[config.mk]
export PLATFORM = sky130hd
export DESIGN_NAME = rdma_wr_mux
export DESIGN_NICKNAME = d
export VERILOG_FILES = /design/src/hdl/rdma_cfg_pkg.sv /design/src/hdl/rdma_req_pkg.sv /design/src/hdl/rdma_wr_mux.sv /design/src/hdl/sync_fifo.sv /design/src/hdl/wr_cmd_split.sv /design/src/hdl/wr_data_steer.sv
export SDC_FILE = /design/constraint.sdc
export NUM_CORES = 2
export LEC_CHECK = 0
export BUFFER_PORTS_ARGS = -buffer_cell sky130_fd_sc_hd__clkbuf_2
export CORE_ASPECT_RATIO = 1.1
export CORE_MARGIN = 2
export CORE_UTILIZATION = 40
export CTS_CLUSTER_SIZE = 40
export DETAILED_ROUTE_END_ITERATION = 8
export PLACE_DENSITY = 0.55
export SLEW_MARGIN = 10
export SYNTH_ARGS = -nofsm -noshare
export SYNTH_HDL_FRONTEND = slang
export SYNTH_SLANG_ARGS = --single-unit
[constraint.sdc]
create_clock -name aclk -period 11.15 [get_ports aclk]
set_input_delay 2.23 -clock aclk [delete_from_list [all_inputs] [get_ports aclk]]
set_output_delay 2.23 -clock aclk [all_outputs]
set_load 0.02 [all_outputs]
[src/hdl/rdma_cfg_pkg.sv]
package rdma_cfg_pkg;

    // ------------------------------------------------------------------
    // Data stream geometry
    // ------------------------------------------------------------------

    // Beat width, reduced from the full network bus
    localparam int DATA_BITS     = 64;
    // Bytes per beat
    localparam int KEEP_BITS     = DATA_BITS / 8;
    // Byte offset bits within a beat
    localparam int BEAT_LOG_BITS = $clog2(KEEP_BITS);

    // ------------------------------------------------------------------
    // Queue depths
    // ------------------------------------------------------------------

    // Sequence queue and each meta FIFO
    localparam int N_OUTSTANDING   = 4;
    // Each data FIFO
    localparam int DATA_FIFO_DEPTH = 16;

endpackage

[src/hdl/rdma_req_pkg.sv]
package rdma_req_pkg;

    // ------------------------------------------------------------------
    // Write command fields
    // ------------------------------------------------------------------

    // Process id, also used as the stream tid
    localparam int PID_BITS   = 6;
    // Byte length of the payload
    localparam int LEN_BITS   = 16;
    // Virtual address
    localparam int VADDR_BITS = 48;

    // Sequence entry, {host, pid, len}
    localparam int SEQ_BITS  = 1 + PID_BITS + LEN_BITS;

    // Meta entry, {pid, len, vaddr}
    localparam int META_BITS = PID_BITS + LEN_BITS + VADDR_BITS;

    // Beat counter width
    // Holds the beat count of a maximum length command
    localparam int BEAT_CNT_BITS = LEN_BITS - rdma_cfg_pkg::BEAT_LOG_BITS + 1;

endpackage

[src/hdl/rdma_wr_mux.sv]
`timescale 1ns/10ps

module rdma_wr_mux (
    input  logic                                 aclk,
    input  logic                                 aresetn,

    // Write commands
    input  logic                                 req_valid,
    output logic                                 req_ready,
    input  logic                                 req_host,
    input  logic [rdma_req_pkg::PID_BITS-1:0]    req_pid,
    input  logic [rdma_req_pkg::LEN_BITS-1:0]    req_len,
    input  logic [rdma_req_pkg::VADDR_BITS-1:0]  req_vaddr,

    // Shared payload stream
    input  logic                                 s_data_valid,
    output logic                                 s_data_ready,
    input  logic [rdma_cfg_pkg::DATA_BITS-1:0]   s_data_tdata,
    input  logic [rdma_cfg_pkg::KEEP_BITS-1:0]   s_data_tkeep,
    input  logic [rdma_req_pkg::PID_BITS-1:0]    s_data_tid,
    input  logic                                 s_data_tlast,

    // SEND meta out
    output logic                                 rq_meta_valid,
    input  logic                                 rq_meta_ready,
    output logic [rdma_req_pkg::PID_BITS-1:0]    rq_meta_pid,
    output logic [rdma_req_pkg::LEN_BITS-1:0]    rq_meta_len,
    output logic [rdma_req_pkg::VADDR_BITS-1:0]  rq_meta_vaddr,

    // WRITE meta out
    output logic                                 wr_meta_valid,
    input  logic                                 wr_meta_ready,
    output logic [rdma_req_pkg::PID_BITS-1:0]    wr_meta_pid,
    output logic [rdma_req_pkg::LEN_BITS-1:0]    wr_meta_len,
    output logic [rdma_req_pkg::VADDR_BITS-1:0]  wr_meta_vaddr,

    // SEND data out
    output logic                                 rq_data_valid,
    input  logic                                 rq_data_ready,
    output logic [rdma_cfg_pkg::DATA_BITS-1:0]   rq_data_tdata,
    output logic [rdma_cfg_pkg::KEEP_BITS-1:0]   rq_data_tkeep,
    output logic [rdma_req_pkg::PID_BITS-1:0]    rq_data_tid,
    output logic                                 rq_data_tlast,

    // WRITE data out
    output logic                                 wr_data_valid,
    input  logic                                 wr_data_ready,
    output logic [rdma_cfg_pkg::DATA_BITS-1:0]   wr_data_tdata,
    output logic [rdma_cfg_pkg::KEEP_BITS-1:0]   wr_data_tkeep,
    output logic [rdma_req_pkg::PID_BITS-1:0]    wr_data_tid,
    output logic                                 wr_data_tlast
);

    // Sequence queue
    logic                              seq_push_valid;
    logic                              seq_push_ready;
    logic [rdma_req_pkg::SEQ_BITS-1:0] seq_push_data;
    logic                              seq_pop_valid;
    logic                              seq_pop_ready;
    logic [rdma_req_pkg::SEQ_BITS-1:0] seq_pop_data;

    // Steered beats into the data FIFOs
    logic                               steer_rq_valid;
    logic                               steer_rq_ready;
    logic                               steer_wr_valid;
    logic                               steer_wr_ready;
    logic [rdma_cfg_pkg::DATA_BITS-1:0] steer_tdata;
    logic [rdma_cfg_pkg::KEEP_BITS-1:0] steer_tkeep;
    logic [rdma_req_pkg::PID_BITS-1:0]  steer_tid;
    logic                               steer_tlast;

    // ------------------------------------------------------------------
    // Command split
    // ------------------------------------------------------------------
    wr_cmd_split u_cmd_split (
        .aclk           (aclk),
        .aresetn        (aresetn),
        .req_valid      (req_valid),
        .req_ready      (req_ready),
        .req_host       (req_host),
        .req_pid        (req_pid),
        .req_len        (req_len),
        .req_vaddr      (req_vaddr),
        .seq_push_valid (seq_push_valid),
        .seq_push_ready (seq_push_ready),
        .seq_push_data  (seq_push_data),
        .rq_meta_valid  (rq_meta_valid),
        .rq_meta_ready  (rq_meta_ready),
        .rq_meta_pid    (rq_meta_pid),
        .rq_meta_len    (rq_meta_len),
        .rq_meta_vaddr  (rq_meta_vaddr),
        .wr_meta_valid  (wr_meta_valid),
        .wr_meta_ready  (wr_meta_ready),
        .wr_meta_pid    (wr_meta_pid),
        .wr_meta_len    (wr_meta_len),
        .wr_meta_vaddr  (wr_meta_vaddr)
    );

    // Command order for the data side
    sync_fifo #(
        .WIDTH (rdma_req_pkg::SEQ_BITS),
        .DEPTH (rdma_cfg_pkg::N_OUTSTANDING)
    ) u_seq_queue (
        .aclk      (aclk),
        .aresetn   (aresetn),
        .in_valid  (seq_push_valid),
        .in_ready  (seq_push_ready),
        .in_data   (seq_push_data),
        .out_valid (seq_pop_valid),
        .out_ready (seq_pop_ready),
        .out_data  (seq_pop_data)
    );

    // ------------------------------------------------------------------
    // Data steering
    // ------------------------------------------------------------------
    wr_data_steer u_data_steer (
        .aclk           (aclk),
        .aresetn        (aresetn),
        .seq_pop_valid  (seq_pop_valid),
        .seq_pop_ready  (seq_pop_ready),
        .seq_pop_data   (seq_pop_data),
        .s_data_valid   (s_data_valid),
        .s_data_ready   (s_data_ready),
        .s_data_tdata   (s_data_tdata),
        .s_data_tkeep   (s_data_tkeep),
        .s_data_tid     (s_data_tid),
        .s_data_tlast   (s_data_tlast),
        .steer_rq_valid (steer_rq_valid),
        .steer_rq_ready (steer_rq_ready),
        .steer_wr_valid (steer_wr_valid),
        .steer_wr_ready (steer_wr_ready),
        .steer_tdata    (steer_tdata),
        .steer_tkeep    (steer_tkeep),
        .steer_tid      (steer_tid),
        .steer_tlast    (steer_tlast)
    );

    // Beat word {tdata, tkeep, tid, tlast}
    sync_fifo #(
        .WIDTH (rdma_cfg_pkg::DATA_BITS + rdma_cfg_pkg::KEEP_BITS + rdma_req_pkg::PID_BITS + 1),
        .DEPTH (rdma_cfg_pkg::DATA_FIFO_DEPTH)
    ) u_rq_data (
        .aclk      (aclk),
        .aresetn   (aresetn),
        .in_valid  (steer_rq_valid),
        .in_ready  (steer_rq_ready),
        .in_data   ({steer_tdata, steer_tkeep, steer_tid, steer_tlast}),
        .out_valid (rq_data_valid),
        .out_ready (rq_data_ready),
        .out_data  ({rq_data_tdata, rq_data_tkeep, rq_data_tid, rq_data_tlast})
    );

    sync_fifo #(
        .WIDTH (rdma_cfg_pkg::DATA_BITS + rdma_cfg_pkg::KEEP_BITS + rdma_req_pkg::PID_BITS + 1),
        .DEPTH (rdma_cfg_pkg::DATA_FIFO_DEPTH)
    ) u_wr_data (
        .aclk      (aclk),
        .aresetn   (aresetn),
        .in_valid  (steer_wr_valid),
        .in_ready  (steer_wr_ready),
        .in_data   ({steer_tdata, steer_tkeep, steer_tid, steer_tlast}),
        .out_valid (wr_data_valid),
        .out_ready (wr_data_ready),
        .out_data  ({wr_data_tdata, wr_data_tkeep, wr_data_tid, wr_data_tlast})
    );

endmodule

[src/hdl/sync_fifo.sv]
`timescale 1ns/10ps

module sync_fifo #(
    parameter int WIDTH = 8,
    parameter int DEPTH = 4
) (
    input  logic             aclk,
    input  logic             aresetn,

    input  logic             in_valid,
    output logic             in_ready,
    input  logic [WIDTH-1:0] in_data,

    output logic             out_valid,
    input  logic             out_ready,
    output logic [WIDTH-1:0] out_data
);

    // Storage, no reset
    logic [WIDTH-1:0] mem [DEPTH];

    logic [$clog2(DEPTH)-1:0]   wr_ptr;
    logic [$clog2(DEPTH)-1:0]   rd_ptr;
    // Entries held in mem, not counting the output register
    logic [$clog2(DEPTH+1)-1:0] count;

    logic push;
    logic pop;

    // Move head of mem into the output register when it is free
    assign pop  = (count != '0) && (!out_valid || out_ready);
    // A full buffer still takes a word when the head moves out
    assign in_ready = (count != ($clog2(DEPTH+1))'(DEPTH)) || pop;
    assign push = in_valid && in_ready;

    // ------------------------------------------------------------------
    // Pointers and occupancy
    // ------------------------------------------------------------------
    always_ff @(posedge aclk) begin
        if (!aresetn) begin
            wr_ptr <= '0;
            rd_ptr <= '0;
            count  <= '0;
        end else begin
            if (push) begin
                wr_ptr <= (wr_ptr == ($clog2(DEPTH))'(DEPTH-1)) ? '0 : wr_ptr + 1'b1;
            end
            if (pop) begin
                rd_ptr <= (rd_ptr == ($clog2(DEPTH))'(DEPTH-1)) ? '0 : rd_ptr + 1'b1;
            end
            // Both or neither leaves count unchanged
            if (push && !pop) begin
                count <= count + 1'b1;
            end else if (pop && !push) begin
                count <= count - 1'b1;
            end
        end
    end

    always_ff @(posedge aclk) begin
        if (push) begin
            mem[wr_ptr] <= in_data;
        end
    end

    // ------------------------------------------------------------------
    // Registered output
    // ------------------------------------------------------------------
    always_ff @(posedge aclk) begin
        if (!aresetn) begin
            out_valid <= 1'b0;
        end else if (pop) begin
            out_valid <= 1'b1;
        end else if (out_ready) begin
            out_valid <= 1'b0;
        end
    end

    always_ff @(posedge aclk) begin
        if (pop) begin
            out_data <= mem[rd_ptr];
        end
    end

    // Occupancy bound
    a_count_max: assert property (@(posedge aclk) disable iff (!aresetn)
        count <= ($clog2(DEPTH+1))'(DEPTH));

    // Stalled output word holds
    a_out_stable: assert property (@(posedge aclk) disable iff (!aresetn)
        (out_valid && !out_ready) |=> (out_valid && $stable(out_data)));

endmodule

[src/hdl/wr_cmd_split.sv]
`timescale 1ns/10ps

module wr_cmd_split (
    input  logic                                 aclk,
    input  logic                                 aresetn,

    // Incoming write command
    input  logic                                 req_valid,
    output logic                                 req_ready,
    input  logic                                 req_host,
    input  logic [rdma_req_pkg::PID_BITS-1:0]    req_pid,
    input  logic [rdma_req_pkg::LEN_BITS-1:0]    req_len,
    input  logic [rdma_req_pkg::VADDR_BITS-1:0]  req_vaddr,

    // Sequence queue push
    output logic                                 seq_push_valid,
    input  logic                                 seq_push_ready,
    output logic [rdma_req_pkg::SEQ_BITS-1:0]    seq_push_data,

    // SEND meta
    output logic                                 rq_meta_valid,
    input  logic                                 rq_meta_ready,
    output logic [rdma_req_pkg::PID_BITS-1:0]    rq_meta_pid,
    output logic [rdma_req_pkg::LEN_BITS-1:0]    rq_meta_len,
    output logic [rdma_req_pkg::VADDR_BITS-1:0]  rq_meta_vaddr,

    // WRITE meta
    output logic                                 wr_meta_valid,
    input  logic                                 wr_meta_ready,
    output logic [rdma_req_pkg::PID_BITS-1:0]    wr_meta_pid,
    output logic [rdma_req_pkg::LEN_BITS-1:0]    wr_meta_len,
    output logic [rdma_req_pkg::VADDR_BITS-1:0]  wr_meta_vaddr
);

    logic rq_push_valid;
    logic rq_push_ready;
    logic wr_push_valid;
    logic wr_push_ready;
    logic path_ready;
    // Low through reset and the cycle after it
    logic accept_en;

    always_ff @(posedge aclk) begin
        if (!aresetn) begin
            accept_en <= 1'b0;
        end else begin
            accept_en <= 1'b1;
        end
    end

    // Meta FIFO picked by the host bit
    assign path_ready = req_host ? wr_push_ready : rq_push_ready;

    // Both queues or neither
    assign req_ready      = accept_en && seq_push_ready && path_ready;
    assign seq_push_valid = req_valid && req_ready;
    assign seq_push_data  = {req_host, req_pid, req_len};

    assign rq_push_valid = seq_push_valid && !req_host;
    assign wr_push_valid = seq_push_valid && req_host;

    // SEND path, host bit clear
    sync_fifo #(
        .WIDTH (rdma_req_pkg::META_BITS),
        .DEPTH (rdma_cfg_pkg::N_OUTSTANDING)
    ) u_rq_meta (
        .aclk      (aclk),
        .aresetn   (aresetn),
        .in_valid  (rq_push_valid),
        .in_ready  (rq_push_ready),
        .in_data   ({req_pid, req_len, req_vaddr}),
        .out_valid (rq_meta_valid),
        .out_ready (rq_meta_ready),
        .out_data  ({rq_meta_pid, rq_meta_len, rq_meta_vaddr})
    );

    // WRITE path, host bit set
    sync_fifo #(
        .WIDTH (rdma_req_pkg::META_BITS),
        .DEPTH (rdma_cfg_pkg::N_OUTSTANDING)
    ) u_wr_meta (
        .aclk      (aclk),
        .aresetn   (aresetn),
        .in_valid  (wr_push_valid),
        .in_ready  (wr_push_ready),
        .in_data   ({req_pid, req_len, req_vaddr}),
        .out_valid (wr_meta_valid),
        .out_ready (wr_meta_ready),
        .out_data  ({wr_meta_pid, wr_meta_len, wr_meta_vaddr})
    );

    // Zero-length commands are illegal
    a_len_nonzero: assert property (@(posedge aclk) disable iff (!aresetn)
        (req_valid && req_ready) |-> (req_len != '0));

    // Sequence push exactly when one meta FIFO takes the command
    a_push_pair: assert property (@(posedge aclk) disable iff (!aresetn)
        (seq_push_valid && seq_push_ready) ==
            ((rq_push_valid && rq_push_ready) || (wr_push_valid && wr_push_ready)));

endmodule

[src/hdl/wr_data_steer.sv]
`timescale 1ns/10ps

module wr_data_steer (
    input  logic                                 aclk,
    input  logic                                 aresetn,

    // Sequence queue pop, {host, pid, len}
    input  logic                                 seq_pop_valid,
    output logic                                 seq_pop_ready,
    input  logic [rdma_req_pkg::SEQ_BITS-1:0]    seq_pop_data,

    // Shared input stream
    input  logic                                 s_data_valid,
    output logic                                 s_data_ready,
    input  logic [rdma_cfg_pkg::DATA_BITS-1:0]   s_data_tdata,
    input  logic [rdma_cfg_pkg::KEEP_BITS-1:0]   s_data_tkeep,
    input  logic [rdma_req_pkg::PID_BITS-1:0]    s_data_tid,
    input  logic                                 s_data_tlast,

    // Per path handshake
    output logic                                 steer_rq_valid,
    input  logic                                 steer_rq_ready,
    output logic                                 steer_wr_valid,
    input  logic                                 steer_wr_ready,

    // Beat payload, common to both paths
    output logic [rdma_cfg_pkg::DATA_BITS-1:0]   steer_tdata,
    output logic [rdma_cfg_pkg::KEEP_BITS-1:0]   steer_tkeep,
    output logic [rdma_req_pkg::PID_BITS-1:0]    steer_tid,
    output logic                                 steer_tlast
);

    typedef enum logic {
        ST_IDLE,
        ST_STEER
    } state_t;

    state_t state_q;
    state_t state_d;

    // Selected path, 1 for WRITE
    logic host_q;
    logic host_d;
    // Beats left in the current command
    logic [rdma_req_pkg::BEAT_CNT_BITS-1:0] cnt_q;
    logic [rdma_req_pkg::BEAT_CNT_BITS-1:0] cnt_d;

    logic                                   next_host;
    logic [rdma_req_pkg::LEN_BITS-1:0]      next_len;
    logic [rdma_req_pkg::BEAT_CNT_BITS-1:0] next_beats;

    logic beat_acc;
    logic last_beat;

    // ------------------------------------------------------------------
    // Head of the sequence queue
    // ------------------------------------------------------------------
    assign next_host = seq_pop_data[rdma_req_pkg::SEQ_BITS-1];
    assign next_len  = seq_pop_data[rdma_req_pkg::LEN_BITS-1:0];

    // Beats = ceil(len / KEEP_BITS)
    assign next_beats =
        (rdma_req_pkg::BEAT_CNT_BITS)'(next_len >> rdma_cfg_pkg::BEAT_LOG_BITS) +
        (rdma_req_pkg::BEAT_CNT_BITS)'(next_len[rdma_cfg_pkg::BEAT_LOG_BITS-1:0] != '0);

    assign beat_acc  = s_data_valid && s_data_ready;
    assign last_beat = (cnt_q == (rdma_req_pkg::BEAT_CNT_BITS)'(1));

    // ------------------------------------------------------------------
    // FSM
    // ------------------------------------------------------------------
    always_comb begin
        state_d       = state_q;
        host_d        = host_q;
        cnt_d         = cnt_q;
        seq_pop_ready = 1'b0;
        case (state_q)
            ST_IDLE: begin
                seq_pop_ready = 1'b1;
                if (seq_pop_valid) begin
                    state_d = ST_STEER;
                    host_d  = next_host;
                    cnt_d   = next_beats;
                end
            end
            ST_STEER: begin
                if (beat_acc && last_beat) begin
                    // Back to back commands, no idle cycle
                    seq_pop_ready = 1'b1;
                    if (seq_pop_valid) begin
                        host_d = next_host;
                        cnt_d  = next_beats;
                    end else begin
                        state_d = ST_IDLE;
                    end
                end else if (beat_acc) begin
                    cnt_d = cnt_q - 1'b1;
                end
            end
            default: state_d = ST_IDLE;
        endcase
    end

    always_ff @(posedge aclk) begin
        if (!aresetn) begin
            state_q <= ST_IDLE;
            host_q  <= 1'b0;
            cnt_q   <= '0;
        end else begin
            state_q <= state_d;
            host_q  <= host_d;
            cnt_q   <= cnt_d;
        end
    end

    // ------------------------------------------------------------------
    // Steering
    // ------------------------------------------------------------------
    assign steer_rq_valid = (state_q == ST_STEER) && !host_q && s_data_valid;
    assign steer_wr_valid = (state_q == ST_STEER) && host_q && s_data_valid;

    // Only the selected FIFO can stall the input
    assign s_data_ready = (state_q == ST_STEER) && (host_q ? steer_wr_ready : steer_rq_ready);

    assign steer_tdata = s_data_tdata;
    assign steer_tkeep = s_data_tkeep;
    assign steer_tid   = s_data_tid;
    assign steer_tlast = s_data_tlast;

    // Stream framing must agree with the command length
    a_tlast_match: assert property (@(posedge aclk) disable iff (!aresetn)
        beat_acc |-> (s_data_tlast == last_beat));

endmodule

==> summary.md <==
| Metric | Value |
|---|---|
| Status | `finished, final reports clean` |
| Non-Filler Instances | `10,518` |
| Ys async rst share | `0` |
| Pins Over Slew Limit | `0` |
| Vias in the first global route | `60,364` |
| Gpl congestion | `0.739` |
| Top cells by area, synth | `edfxtp_1 (80%), mux4_2 (16%), dfxtp_1 (1.1%)` |
| Post-synth EDFFs | `between 3,000 and 4,000` |
| Post-synthesis register bit count | `~3,500` |
| CP most frequent cell | `clkbuf_2` |
| Synthesized area per cell | `around 25 um2` |
| Largest stage delay on the critical path | `roughly 0.52 ns` |
| Die Y | `approximately 600 um` |
| WL per Instance | `approximately 30 um` |
| Worst-margin pin slew | `between 1 and 1.5 ns` |
| Library cells used by synthesis | `between 60 and 70` |
| Post-Synthesis Cells | `~5,200` |
| Worst skew pair latency | `~1 ns` |
| Clock sink total | `approximately 3,500` |
| Post-route DRC | `0` |
| Final hold vios | `0` |
| Max VDD drop | `between 200 and 250 uV` |
| Post-place setup slack | `4.62 ns` |
| WHS | `0.469 ns` |
| PD cells | `about 240 nW/um2` |
| Post_cts resized | `0` |
| Most frequent cell after synthesis | `edfxtp_1` |
| PnR worst setup slack | `around 4.7 ns` |
| Total gr overflow | `0` |
| Antenna violations before repair | `between 60 and 70` |
| Nets | `a little over 6,000` |
| Mapped cell area | `approximately 130,000 um2` |
| CP Capture Type | `output pin` |
| First-pass GRT wire length | `approximately 450,000 um` |
| Fmax | `around 150 MHz` |
| Via Count | `58,038` |
| Core outline area | `326,000 um2` |
| Slew HR | `0.217` |
| Synthesized net count | `~5,400` |
| Post-detail-place hpwl | `between 150,000 and 200,000 um` |
| Setup crit start kind | `primary input` |
| Post-synth top area cell | `edfxtp_1` |
| CTS tree | `done` |
| Dpl cells | `just under 10,000` |
| Worst path slowest cell | `inv_1` |
| Aggregate global-route resource usage | `0.191` |
| First DRT Iteration DRCs | `just under 6,000` |
| Main synth FF type | `edfxtp_1` |
| Post-Route WL | `319,000 um` |
| Kind of critical path | `primary input to output pin` |
| Layout cell share with drive strength beyond 1 | `0.339` |
| Synth warn | `0` |
| CTS max path bufs | `4` |
| Max_cap viols | `0` |
| Synth top cells by count | `edfxtp_1 (3,471), mux4_2 (947), clkbuf_1 (133)` |
| Final setup fails | `0` |
| Worst Skew | `about 0.10 ns` |
| Final Total Pwr | `36.6 mW` |
| Placement row count | `220` |
| Worst Hold Class | `flop to flop` |
| Layout area overhead | `14.9%` |
| Min cycle time layout | `roughly 6.5 ns` |
| Cts bufs inserted | `between 300 and 400` |
| Req. time, crit path | `8.92 ns` |
| Clk root buf | `clkbuf_16` |
| Die Area | `roughly 330,000 um2` |
| Synth top area share | `0.795` |
| CTS Hold Bufs | `0` |
| Clock transition at path regs | `roughly 0.06 ns` |
| Crit path arrival time | `4.27 ns` |
| Setup Buffers After CTS | `0` |
| Via/cell ratio | `about 5.5` |
| Final period utilization | `0.583` |
| RSZ-0062 raised after global routing | `no` |
| H-Tree Depth | `5` |
| Routed Antenna Nets | `0` |
| Starting Density | `0.402` |
| CP cell instances | `clkbuf_2, nor2b_1, a311o_2, inv_1, o21ai_1, nand3_1, o21a_1, clkbuf_2` |
| Io pins | `462` |
| Horiz. Die Dim | `550 um` |
| CP max FO | `12` |
| Leakage power | `about 47 nW` |
| Largest net degree at the start of global routing | `roughly 160` |
| Port-buffer cells | `between 400 and 500` |
| TritonRoute pass-1 iters | `7` |
| Sequential share of the synthesized area | `0.806` |
| Setup TNS | `0 ns` |
-- stage by stage --
| stage | cell area, um2 | utilization |
|---|---|---|
| floorplan | 131000 | - |
| global placement | 139000 | 0.426 |
| detailed placement | 139000 | 0.426 |
| CTS | 151000 | 0.462 |
| global route | 151000 | 0.462 |
| finish | 151000 | 0.462 |
-- flip-flops by register name (all words and copies together), names as in the netlist, 3 cells and up --
| register | cells |
|---|---|
| u_rq_data.out_data | 79 |
| u_seq_queue.mem | 68 |
| u_rq_data.count | 5 |
| u_seq_queue.count | 3 |
| u_cmd_split.u_rq_meta.count | 3 |
| u_wr_data.rd_ptr | 4 |
| u_rq_data.mem | 1264 |
| u_rq_data.rd_ptr | 4 |
| u_data_steer.cnt_q | 14 |
| u_cmd_split.u_wr_meta.out_data | 70 |
| u_wr_data.count | 5 |
| u_cmd_split.u_rq_meta.mem | 280 |
| u_cmd_split.u_rq_meta.out_data | 70 |
| u_cmd_split.u_wr_meta.count | 3 |
| u_rq_data.wr_ptr | 4 |
| u_wr_data.mem | 1264 |
| u_wr_data.wr_ptr | 4 |
| u_seq_queue.out_data | 17 |
| u_wr_data.out_data | 79 |
| u_cmd_split.u_wr_meta.mem | 280 |
-- cell families (layout without fill, tap and decap cells) --
group,after synthesis,count (layout),share of synthesized area
DFF,3540,3540,0.806
AOI/OAI and AO/OA,107,107,0.00612
muxes,967,967,0.164
xor gates and xnor gates,31,31,0.00207
adders and majority gates,45,45,0.00458
and+or+nand+nor,228,228,0.00877
buffers and inverters,269,1252,0.00828
other,0,19,0
-- layout make-up --
class	instances	area, um2
diodes	19	47.5
clock buffers	434	9400
clock inverters	223	2150
fillers	26772	176000
inverters	30	123
multi-input cells	1378	24600
flip-flops and latches	3540	106000
well taps	4329	5420
repair buffers	565	3180
-- routing by layer --
| metal | wire length [um] | vias to the layer above | track usage | share of wire |
|---|---|---|---|---|
| met5 | 394 | - | 0 | 0.0012 |
| met4 | 5400 | 62 | 0.0368 | 0.017 |
| met3 | 27700 | 454 | 0.0590 | 0.087 |
| met2 | 155000 | 1721 | 0.308 | 0.48 |
| met1 | 131000 | 31989 | 0.257 | 0.41 |
| li1 | - | 23812 | - | - |
-- worst paths after layout --
check | cells past startpoint | from | endpoint | slack, ns
setup / recovery | 8 | rq_data_ready | req_ready | 4.65
hold / removal | 2 | u_data_steer.cnt_q[11] | u_data_steer.cnt_q[11] | 0.47
hold reg to reg | 2 | u_data_steer.cnt_q[11] | u_data_steer.cnt_q[11] | 0.47
setup reg to reg | 4 | u_rq_data.rd_ptr[0] | u_rq_data.out_data[67] | 6.95
-- cells in the final DEF (no fill, tap or decap), drive strengths merged, types with 16 or more instances in the layout --
cell,count
edfxtp,3471
mux4,947
clkbuf,895
clkinv,167
buf,104
nor2,76
dfxtp,69
nand2,46
inv,42
ha,40
a21oi,35
bufinv,29
mux2i,20
diode,19
xor2,19
nand3,16
nor3,16
-- critical path: cells and delay by family --
kind	cells	cell delay (ns)
AOI/OAI and AO/OA	3	0.96
buffers and inverters	3	0.83
and+or+nand+nor	2	0.24
-- report_power, final --
group / switching (mW) / internal, mW
Combinational: 4.63 / 3.46
Sequential: 0.770 / 15.8
Clock: 5.14 / 6.72
Total: 10.5 / 26.0
Note: power is estimated with default switching activity, not from simulation.
